==> config.mk <==
export PLATFORM = sky130hd
export DESIGN_NAME = dram_top
export DESIGN_NICKNAME = d
export VERILOG_FILES = /design/src/design/dram_pkg.sv /design/src/design/mig_app_if.sv /design/src/design/credit_fifo.sv /design/src/design/dram_bridge.sv /design/src/design/dram_top.sv /design/src/design/rsp_credit_tx.sv
export SDC_FILE = /design/constraint.sdc
export NUM_CORES = 1
export LEC_CHECK = 0
export BUFFER_PORTS_ARGS = -buffer_cell sky130_fd_sc_hd__buf_2
export CAP_MARGIN = 20
export CORE_UTILIZATION = 45
export CTS_CLUSTER_SIZE = 40
export DETAILED_ROUTE_END_ITERATION = 6
export GPL_ROUTABILITY_DRIVEN = 0
export PLACE_DENSITY = 0.65
export RECOVER_POWER = 50
export SYNTH_ARGS = -nofsm -noshare
export SYNTH_HDL_FRONTEND = slang
export SYNTH_SLANG_ARGS = --single-unit
==> constraint.sdc <==
create_clock -name mem_ui_clk -period 13.5 [get_ports mem_ui_clk]
set_clock_uncertainty 0.15 [all_clocks]
set_input_delay 1.35 -clock mem_ui_clk [delete_from_list [all_inputs] [get_ports mem_ui_clk]]
set_output_delay 1.35 -clock mem_ui_clk [all_outputs]
set_load 0.01 [all_outputs]
==> src/design/dram_pkg.sv <==
package dram_pkg;

  //////////////////////////////
  // Widths.
  localparam int addr_w     = 27;
  localparam int data_w     = 64;
  localparam int app_data_w = 128;
  localparam int strb_w     = 8;

  //////////////////////////////
  // Queue sizing.
  localparam int req_depth  = 4;
  localparam int rsp_depth  = 4;
  localparam int fifo_depth = (req_depth > rsp_depth) ? req_depth : rsp_depth;
  localparam int fifo_ptr_w = $clog2(fifo_depth);
  localparam int credit_w   = 8;

  typedef logic [fifo_ptr_w-1:0] fifo_ptr_t;
  typedef logic [fifo_ptr_w:0]   fifo_cnt_t;
  typedef logic [credit_w-1:0]   credit_cnt_t;

  localparam fifo_ptr_t fifo_last     = fifo_ptr_t'(fifo_depth - 1);
  localparam fifo_cnt_t fifo_full_cnt = fifo_cnt_t'(fifo_depth);

  // Controller command codes.
  localparam logic [2:0] cmd_wr = 3'd0;
  localparam logic [2:0] cmd_rd = 3'd1;

  typedef struct packed {
    logic [addr_w-1:0] addr;
    logic [data_w-1:0] wdata;
    logic [strb_w-1:0] wstrb;
  } mem_req_t;

  typedef struct packed {
    logic [data_w-1:0] rdata;
    logic              write;
  } mem_rsp_t;

  typedef enum logic [2:0] {idle, preset, send_data, set_cmd, wait_rd} bridge_state_t;

endpackage

==> src/design/mig_app_if.sv <==
`timescale 1ns/1ps

interface mig_app_if;

  logic [dram_pkg::addr_w-1:0]       addr;
  logic [2:0]                        cmd;
  logic                              en;
  logic [dram_pkg::app_data_w-1:0]   wdf_data;
  logic                              wdf_end;
  logic [dram_pkg::app_data_w/8-1:0] wdf_mask;
  logic                              wdf_wren;

  // Driven by the controller core.
  logic                              rdy;
  logic                              wdf_rdy;
  logic [dram_pkg::app_data_w-1:0]   rd_data;
  logic                              rd_data_valid;
  logic                              rd_data_end;
  logic                              calib_complete;

  modport bridge (
    output addr, cmd, en, wdf_data, wdf_end, wdf_mask, wdf_wren,
    input  rdy, wdf_rdy, rd_data, rd_data_valid, rd_data_end, calib_complete
  );

  modport ctrl (
    input  addr, cmd, en, wdf_data, wdf_end, wdf_mask, wdf_wren,
    output rdy, wdf_rdy, rd_data, rd_data_valid, rd_data_end, calib_complete
  );

endinterface

==> src/design/credit_fifo.sv <==
`timescale 1ns/1ps

module credit_fifo #(
  parameter type payload_t = logic
) (
  input  logic     mem_ui_clk,
  input  logic     mem_ui_rst,
  input  logic     push,
  input  payload_t push_data,
  input  logic     pop,
  output payload_t pop_data,
  output logic     not_empty,
  output logic     full,
  output logic     credit
);

  payload_t            mem [dram_pkg::fifo_depth];
  dram_pkg::fifo_ptr_t wr_ptr;
  dram_pkg::fifo_ptr_t rd_ptr;
  dram_pkg::fifo_cnt_t count;
  logic                do_push;
  logic                do_pop;

  assign not_empty = (count != '0);
  assign full      = (count == dram_pkg::fifo_full_cnt);
  assign do_push   = push && !full;
  assign do_pop    = pop && not_empty;
  assign pop_data  = mem[rd_ptr];

  always_ff @(posedge mem_ui_clk) begin
    if (!mem_ui_rst) begin
      wr_ptr <= '0;
      rd_ptr <= '0;
      count  <= '0;
      credit <= 1'b0;
    end else begin
      // One credit goes back for every entry that leaves.
      credit <= do_pop;
      if (do_push) begin
        wr_ptr <= (wr_ptr == dram_pkg::fifo_last) ? '0 : wr_ptr + 1'b1;
      end
      if (do_pop) begin
        rd_ptr <= (rd_ptr == dram_pkg::fifo_last) ? '0 : rd_ptr + 1'b1;
      end
      case ({do_push, do_pop})
        2'b10:   count <= count + 1'b1;
        2'b01:   count <= count - 1'b1;
        default: ;
      endcase
    end
  end

  always_ff @(posedge mem_ui_clk) begin
    if (do_push) begin
      mem[wr_ptr] <= push_data;
    end
  end

endmodule

==> src/design/dram_bridge.sv <==
`timescale 1ns/1ps

module dram_bridge (
  input  logic               mem_ui_clk,
  input  logic               mem_ui_rst,
  input  dram_pkg::mem_req_t req,
  input  logic               req_avail,
  output logic               req_pop,
  output dram_pkg::mem_rsp_t rsp,
  output logic               rsp_push,
  input  logic               rsp_full,
  mig_app_if.bridge          app
);

  dram_pkg::bridge_state_t state;
  dram_pkg::mem_req_t      cur;
  logic                    is_wr;
  logic                    rd_done;
  logic [dram_pkg::data_w-1:0] rd_half;

  assign is_wr   = (cur.wstrb != '0);
  assign rd_done = app.rd_data_valid && app.rd_data_end;

  // Take a new request only once the core is calibrated and a response slot is free.
  assign req_pop = (state == dram_pkg::idle) && req_avail && app.calib_complete
                   && !rsp_full;

  //////////////////////////////
  // Response path.
  assign rd_half = cur.addr[3] ? app.rd_data[dram_pkg::app_data_w-1:dram_pkg::data_w]
                               : app.rd_data[dram_pkg::data_w-1:0];

  assign rsp.write = is_wr;
  assign rsp.rdata = is_wr ? '0 : rd_half;

  // Writes answer on command acceptance, reads on the last beat.
  always_comb begin
    rsp_push = 1'b0;
    case (state)
      dram_pkg::set_cmd: rsp_push = app.rdy && is_wr;
      dram_pkg::wait_rd: rsp_push = rd_done;
      default:           rsp_push = 1'b0;
    endcase
  end

  //////////////////////////////
  // Control FSM.
  always_ff @(posedge mem_ui_clk) begin
    if (!mem_ui_rst) begin
      state        <= dram_pkg::idle;
      app.en       <= 1'b0;
      app.wdf_wren <= 1'b0;
      app.wdf_end  <= 1'b0;
    end else begin
      case (state)
        dram_pkg::idle: begin
          if (req_pop) begin
            state <= dram_pkg::preset;
          end
        end
        dram_pkg::preset: begin
          if (is_wr) begin
            state        <= dram_pkg::send_data;
            app.wdf_wren <= 1'b1;
            app.wdf_end  <= 1'b1;
          end else begin
            state  <= dram_pkg::set_cmd;
            app.en <= 1'b1;
          end
        end
        dram_pkg::send_data: begin
          // Data beat goes in first, then the write command.
          if (app.wdf_rdy) begin
            state        <= dram_pkg::set_cmd;
            app.wdf_wren <= 1'b0;
            app.wdf_end  <= 1'b0;
            app.en       <= 1'b1;
          end
        end
        dram_pkg::set_cmd: begin
          if (app.rdy) begin
            app.en <= 1'b0;
            state  <= is_wr ? dram_pkg::idle : dram_pkg::wait_rd;
          end
        end
        dram_pkg::wait_rd: begin
          if (rd_done) begin
            state <= dram_pkg::idle;
          end
        end
        default: state <= dram_pkg::idle;
      endcase
    end
  end

  //////////////////////////////
  // Request and controller payload.
  always_ff @(posedge mem_ui_clk) begin
    if (req_pop) begin
      cur <= req;
    end
    if (state == dram_pkg::preset) begin
      app.addr     <= {cur.addr[dram_pkg::addr_w-1:4], 4'b0000};
      app.cmd      <= is_wr ? dram_pkg::cmd_wr : dram_pkg::cmd_rd;
      app.wdf_data <= {(dram_pkg::app_data_w / dram_pkg::data_w){cur.wdata}};
      // Strobed bytes enabled in the selected half, the other half masked off.
      if (cur.addr[3]) begin
        app.wdf_mask <= {~cur.wstrb, {dram_pkg::strb_w{1'b1}}};
      end else begin
        app.wdf_mask <= {{dram_pkg::strb_w{1'b1}}, ~cur.wstrb};
      end
    end
  end

endmodule

==> src/design/dram_top.sv <==
`timescale 1ns/1ps

module dram_top (
  input  logic                              mem_ui_clk,
  input  logic                              mem_ui_rst,
  // Client side.
  input  logic                              req_valid,
  input  logic [dram_pkg::addr_w-1:0]       req_addr,
  input  logic [dram_pkg::data_w-1:0]       req_wdata,
  input  logic [dram_pkg::strb_w-1:0]       req_wstrb,
  output logic                              req_credit,
  input  logic                              rsp_credit,
  output logic                              rsp_valid,
  output logic [dram_pkg::data_w-1:0]       rsp_rdata,
  output logic                              rsp_write,
  // Controller user interface.
  output logic [dram_pkg::addr_w-1:0]       app_addr,
  output logic [2:0]                        app_cmd,
  output logic                              app_en,
  output logic [dram_pkg::app_data_w-1:0]   app_wdf_data,
  output logic                              app_wdf_end,
  output logic [dram_pkg::app_data_w/8-1:0] app_wdf_mask,
  output logic                              app_wdf_wren,
  input  logic                              app_rdy,
  input  logic                              app_wdf_rdy,
  input  logic [dram_pkg::app_data_w-1:0]   app_rd_data,
  input  logic                              app_rd_data_valid,
  input  logic                              app_rd_data_end,
  input  logic                              calib_complete
);

  dram_pkg::mem_req_t req_in;
  dram_pkg::mem_req_t req_q;
  dram_pkg::mem_rsp_t rsp_d;
  dram_pkg::mem_rsp_t rsp_q;
  logic               req_avail;
  logic               req_pop;
  logic               rsp_push;
  logic               rsp_full;
  logic               rsp_avail;
  logic               rsp_pop;

  mig_app_if app ();

  assign req_in = '{addr: req_addr, wdata: req_wdata, wstrb: req_wstrb};

  assign app_addr          = app.addr;
  assign app_cmd           = app.cmd;
  assign app_en            = app.en;
  assign app_wdf_data      = app.wdf_data;
  assign app_wdf_end       = app.wdf_end;
  assign app_wdf_mask      = app.wdf_mask;
  assign app_wdf_wren      = app.wdf_wren;
  assign app.rdy           = app_rdy;
  assign app.wdf_rdy       = app_wdf_rdy;
  assign app.rd_data       = app_rd_data;
  assign app.rd_data_valid = app_rd_data_valid;
  assign app.rd_data_end   = app_rd_data_end;
  assign app.calib_complete = calib_complete;

  assign rsp_valid = rsp_pop;
  assign rsp_rdata = rsp_q.rdata;
  assign rsp_write = rsp_q.write;

  credit_fifo #(.payload_t(dram_pkg::mem_req_t)) u_req_q (
    .mem_ui_clk (mem_ui_clk), .mem_ui_rst (mem_ui_rst),
    .push (req_valid), .push_data (req_in), .pop (req_pop), .pop_data (req_q),
    .not_empty (req_avail), .full (), .credit (req_credit)
  );

  credit_fifo #(.payload_t(dram_pkg::mem_rsp_t)) u_rsp_q (
    .mem_ui_clk (mem_ui_clk), .mem_ui_rst (mem_ui_rst),
    .push (rsp_push), .push_data (rsp_d), .pop (rsp_pop), .pop_data (rsp_q),
    .not_empty (rsp_avail), .full (rsp_full), .credit ()
  );

  dram_bridge u_bridge (
    .mem_ui_clk (mem_ui_clk), .mem_ui_rst (mem_ui_rst),
    .req (req_q), .req_avail (req_avail), .req_pop (req_pop),
    .rsp (rsp_d), .rsp_push (rsp_push), .rsp_full (rsp_full), .app (app.bridge)
  );

  rsp_credit_tx u_rsp_tx (
    .mem_ui_clk (mem_ui_clk), .mem_ui_rst (mem_ui_rst),
    .rsp_credit (rsp_credit), .not_empty (rsp_avail), .pop (rsp_pop)
  );

endmodule

==> src/design/rsp_credit_tx.sv <==
`timescale 1ns/1ps

module rsp_credit_tx (
  input  logic mem_ui_clk,
  input  logic mem_ui_rst,
  input  logic rsp_credit,
  input  logic not_empty,
  output logic pop
);

  dram_pkg::credit_cnt_t count;
  logic                  have_credit;

  assign have_credit = (count != '0);

  // Send whenever a response waits and the client has room for it.
  assign pop = not_empty && have_credit;

  //////////////////////////////
  // Credit counter.
  always_ff @(posedge mem_ui_clk) begin
    if (!mem_ui_rst) begin
      count <= '0;
    end else begin
      case ({rsp_credit, pop})
        2'b10:   count <= count + 1'b1;
        2'b01:   count <= count - 1'b1;
        default: ;
      endcase
    end
  end

endmodule

# Word-level counts from Yosys, hierarchy flattened
# Memory sizes are Yosys's and may differ from the RTL's. A register that Yosys moved wholly into a read port is not among the register bits.
# Index checks and enable logic that the tools add are counted.
dict set report op_classes {
  add_sub_neg 10
  n_eq_ne 22
  mux 31
  bitwise 1
  n_reduce_logical 25
}
# op n
set ops {}
lappend ops {{2-to-1 mux 64 bit} 2}
lappend ops {{one-hot mux 8 bit (2 select lines)} 1}
lappend ops {{nonzero test 8 bit} 2}
lappend ops {{2-to-1 mux 3 bit} 5}
lappend ops {{one-hot mux 3 bit (5 select lines)} 1}
lappend ops {{equality test 2 bit (second input constant)} 7}
lappend ops {{2-to-1 mux 2 bit} 6}
lappend ops {{one-hot mux 3 bit (2 select lines)} 2}
lappend ops {{2-to-1 mux 1 bit} 11}
lappend ops {{logical AND 1 bit} 10}
lappend ops {{equality test 3 bit (second input constant)} 3}
lappend ops {{nonzero test 3 bit} 3}
lappend ops {{adder 2 x 1 -> 2 bit (second input constant)} 4}
lappend ops {{adder 8 x 1 -> 8 bit (second input constant)} 1}
lappend ops {{inequality test 2 bit (second input constant)} 4}
lappend ops {{NOT 8 bit} 1}
lappend ops {{AND reduction 4 bit} 2}
lappend ops {{nonzero test 2 bit} 4}
lappend ops {{subtractor 8 x 1 -> 8 bit (second input constant)} 1}
lappend ops {{adder 3 x 1 -> 3 bit (second input constant)} 2}
lappend ops {{equality test 2 x 1 -> 1 bit (second input constant)} 3}
lappend ops {{equality test 3 x 2 -> 1 bit (second input constant)} 2}
lappend ops {{subtractor 3 x 1 -> 3 bit (second input constant)} 2}
lappend ops {{inequality test 2 x 1 -> 1 bit (second input constant)} 2}
lappend ops {{6 further kinds} 8}
dict set report word_totals {
  register_bits 198
  mem_bits_rw 656
  in_bits 236
  out_inout_bits 244
  word_cells 107
  n_memories 2
}
# name depth word_bits rd rd_ports_with_merged_regs wr line
set mem_list {}
lappend mem_list {u_req_q.mem 4 99 1 1 1 credit_fifo.sv:17} ;# payload_t mem [dram_pkg::fifo_depth];
lappend mem_list {u_rsp_q.mem 4 65 1 1 1 credit_fifo.sv:17}

# Depth between registers and ports, before layout
dict set report depth {
  word_depth 7
  ltp_mapped 9
  depth_no_buf 9
}

# By module
# From an unflattened synthesis, not the netlist that was laid out.
dict set report hier_totals {
  cells_unflattened 1521
  hier_area_um2 33283.2
}
# mod n_inst cells_per_inst area_each_um2 seq_area_each_um2
set modules_own_cells {}
lappend modules_own_cells {{credit_fifo (u_req_q)} 1 574 14751.6 12091.6}
lappend modules_own_cells {{credit_fifo (u_rsp_q)} 1 396 9883.2 8007.7}
lappend modules_own_cells {dram_bridge 1 472 7997.7 6105.9}
lappend modules_own_cells {rsp_credit_tx 1 79 650.6 160.2}

# Worst setup path before layout
# No wires, ideal clock.
dict set report synth_timing {
  kind {input to register}
  from {input port calib_complete}
  to {register, netlist name u_bridge.cur[0]}
  setup_ns 0.787
  t_arrival_ns 10.618
  required_time_ns 12.563
  setup_slack_ns 1.945
  path_stages 2
  n_path_buf 0
  cell_sequence {o311ai_1 -> nor4_1}
}
dict set report synth_via {
  elab_chain_cells 2
}
# element line
set synth_rtl {}
lappend synth_rtl {{start, declared} dram_top.sv:29} ;# input logic calib_complete
lappend synth_rtl {{logical AND 1 bit} dram_bridge.sv:25} ;# assign req_pop = (state == dram_pkg::idle) && req_avail && app.calib_complete
lappend synth_rtl {{logical AND 1 bit} dram_bridge.sv:26} ;# && !rsp_full;
lappend synth_rtl {{via req_pop} dram_top.sv:37} ;# logic req_pop;
# The timed path passes the listed nets, and every way through them passes these cells.
# A chain may end at the register's enable or synchronous reset.

==> results.txt <==
Run status: complete, but fails checks
Failing checks: capacitance limit, slew limit
Max Clk Rate: 167 MHz
#FFs+latches synth: 874
Critical path class: flip-flop to flip-flop
Slew Limit Headroom: -1.67
Critical path fanouts, max: 53
Fin crit share: 0.444
Area Growth Syn to Fin: 17.8%
Synth area leader: edfxtp_1
Setup-failing EPs final: 0
Slowest Stage Delay on Critical Path: 2.59 ns
Clock Pin Slew Worst Setup and Hold Paths: 0.06 ns
Hold slack: 0.249 ns
Post-Syn Area: 0.0326 mm^2
Layout cells sized above 1: 0.341
Dpl cells: 2,797
Cts-stage hold buffer count: 0
Worst slew pin tran: 4.00 ns
Crit path top cell by count: clkbuf_1
Die Wd: 271 um
Die area: 0.0734 mm^2
Via/cell ratio: 5.19
Crit path DAT: 6.16 ns
Crit path from: u_bridge.cur[75]
Port Buffers: 470
Post-DP Area: 0.0355 mm^2
Slew Viols, Final: 532
First-pass DRT Iterations: 5
Ys async rst share: 0
Number of global-route vias before repair: 15,900
Max VDD drop: 132 uV
Fin Setup TNS: 0 ns
Final std cells w/o fill: 2,960
Initial Util: 0.456
Initial DRC Count: 874
CP startpoint kind: flip-flop
H-Tree Depth: 3
TritonCTS clock tree: done
Design Area, Final: 0.0384 mm^2
Synth warn: 0
Register area share after synthesis: 0.797
CP Buf/Inv Count: 2
Final HPWL DP: 38,400 um
Total grt overflow: 0
Layout Nets: 2,195
P_leak: 13.0 nW
Clk root buf: clkbuf_16
CP required: 13.68 ns
Synth Flop Type: edfxtp_1
Crit path max-delay family: buffers and inverters
Synthesized instance count: 1,481
Vias: 15,400
EDFF count, synth: 844
Detailed-route DRC error count: 0
Largest net degree at the start of global routing: 72
Power Density: 176 mW/mm^2
RSZ-0062 raised after global routing: false
Total wire length: 65,400 um
Netlist cell types: 47
Clock Latency Late Sink: 0.64 ns
Antenna viol nets, final: 0
Post-cts resize count: 0
Final hold violations: 0
IO Count: 480
Initial antenna violation count: 14
Clock tree buffer depth: 3
Rows: 98
Clock sinks: 874
Slowest CP cell: clkbuf_1
First-pass GRT wire length: 96,000 um
Die Y-Extent: 271 um
HP Start: u_bridge.cur[70]
Worst Setup End Kind: flip-flop
Worst Hold Class: flip-flop to flip-flop
Syn Area/Cell: 22.0 um^2
Minimum clock period: 5.99 ns
Synth top area share: 0.778
Worst-path cell chain: clkbuf_1 -> clkbuf_1 -> mux2i_1 -> nor2_1
CTS Buf Count: 88
Max cap viols: 13
DR WL/cell: 22.1 um
Fillers: 5,564
GR Util All Layers: 0.175
Synth area leaders: edfxtp_1, mux4_2, mux2i_1
Core footprint: 0.0715 mm^2
Crit Reg-Reg Startpoint: u_bridge.cur[75]
Post-CTS setup buffer count: 0
through the flow:
stage / worst slack [ns] / utilization / total power [mW]
after floorplan: 1.94 / - / 4.09
after global placement: 9.38 / 0.497 / 4.33
after detailed placement: 9.34 / 0.497 / 4.35
after CTS: 8.93 / 0.539 / 6.84
after global routing: 7.01 / 0.537 / 7.03
final: 7.51 / 0.537 / 6.76
state kept, by name, summed over array words and instances, names as in the netlist, named ones only:
| name | count |
|---|---|
| u_bridge.app.wdf_mask | 16 |
| u_bridge.app.wdf_data | 64 |
| u_req_q.count | 3 |
| u_rsp_q.wr_ptr | 2 |
| u_rsp_tx.count | 8 |
| u_req_q.wr_ptr | 2 |
| u_bridge.app.cmd | 1 |
| u_rsp_q.rd_ptr | 2 |
| u_req_q.mem | 384 |
| u_bridge.app.en | 1 |
| u_rsp_q.count | 3 |
| u_rsp_q.mem | 260 |
| u_bridge.app.wdf_end | 1 |
| u_req_q.credit | 1 |
| u_req_q.rd_ptr | 2 |
| u_bridge.app.addr | 23 |
| u_bridge.cur | 96 |
| u_bridge.state | 3 |
power by group:
part / internal, mW / switching (mW) / leakage, nW
Clock: 1.46 / 1.02 / 1.45
Combinational: 0.356 / 0.470 / 3.54
Sequential: 3.34 / 0.126 / 8.00
Total: 5.15 / 1.62 / 13.0
cells by family (layout without fill, tap and decap cells):
family,after synthesis,after routing,synth area share
AO/OA/AOI/OAI,36,36,0.00684
XOR/XNOR,9,9,0.00242
adder cells (fa/ha/maj),22,22,0.00914
buffers and inverters,144,666,0.0259
flip-flops,874,874,0.797
multiplexers,235,235,0.134
other,1,8,0.000115
AND/OR/NAND/NOR,160,160,0.0247
layer usage:
layer	vias up	wire, um	track usage
met2	493	32900	0.290
li1	6838	-	-
met5	-	146	0
met3	127	4570	0.0469
met4	24	1420	0.0593
met1	7883	26400	0.223
cells in the mapped netlist, drive strengths merged (2+ instances only):
master  instances
a21boi          4
a21o            3
a21oi           9
a31oi           2
and2           13
and3            5
buf           112
clkbuf         18
dfxtp          30
edfxtp        844
fa              3
ha             19
inv            14
mux2i          73
mux4          161
nand2          23
nand2b         11
nand3           4
nand4b          3
nor2           69
nor2b          10
nor3            3
nor3b           2
nor4            6
o21ai          13
or3             3
or3b            2
xnor2           5
xor2            4
final timing paths:
kind,depth (start not counted),slack (ns),endpoint
max,4,7.51,u_rsp_q.mem[3][2]
min,0,0.25,u_bridge.app.wdf_data[126]
max reg2reg,4,7.51,u_rsp_q.mem[3][2]
min reg2reg,0,0.25,u_bridge.app.wdf_data[126]
final cells by class:
class	count	area, um^2	share of cell area
Clock inverter	56	709	0.0185
Tap cell	950	1190	0.0310
Timing Repair Buffer	491	2360	0.0615
Clock buffer	105	2290	0.0596
Sequential cell	874	26000	0.677
Multi-Input combinational cell	468	5800	0.151
Inverter	14	52.6	0.00137
Antenna cell	2	5.00	0.000130
layout by cell type, fill, tap and decap left out, types with 13 or more instances in the layout:
master / n
mux2i_1: 73
clkbuf_1: 122
dfxtp_1: 27
clkbuf_16: 89
clkinv_1: 14
clkinv_2: 17
nand2_1: 22
ha_1: 19
buf_2: 372
mux4_2: 161
buf_4: 13
edfxtp_1: 844
nor2_1: 69
inv_1: 14
Note: power is estimated with default switching activity, not from simulation.
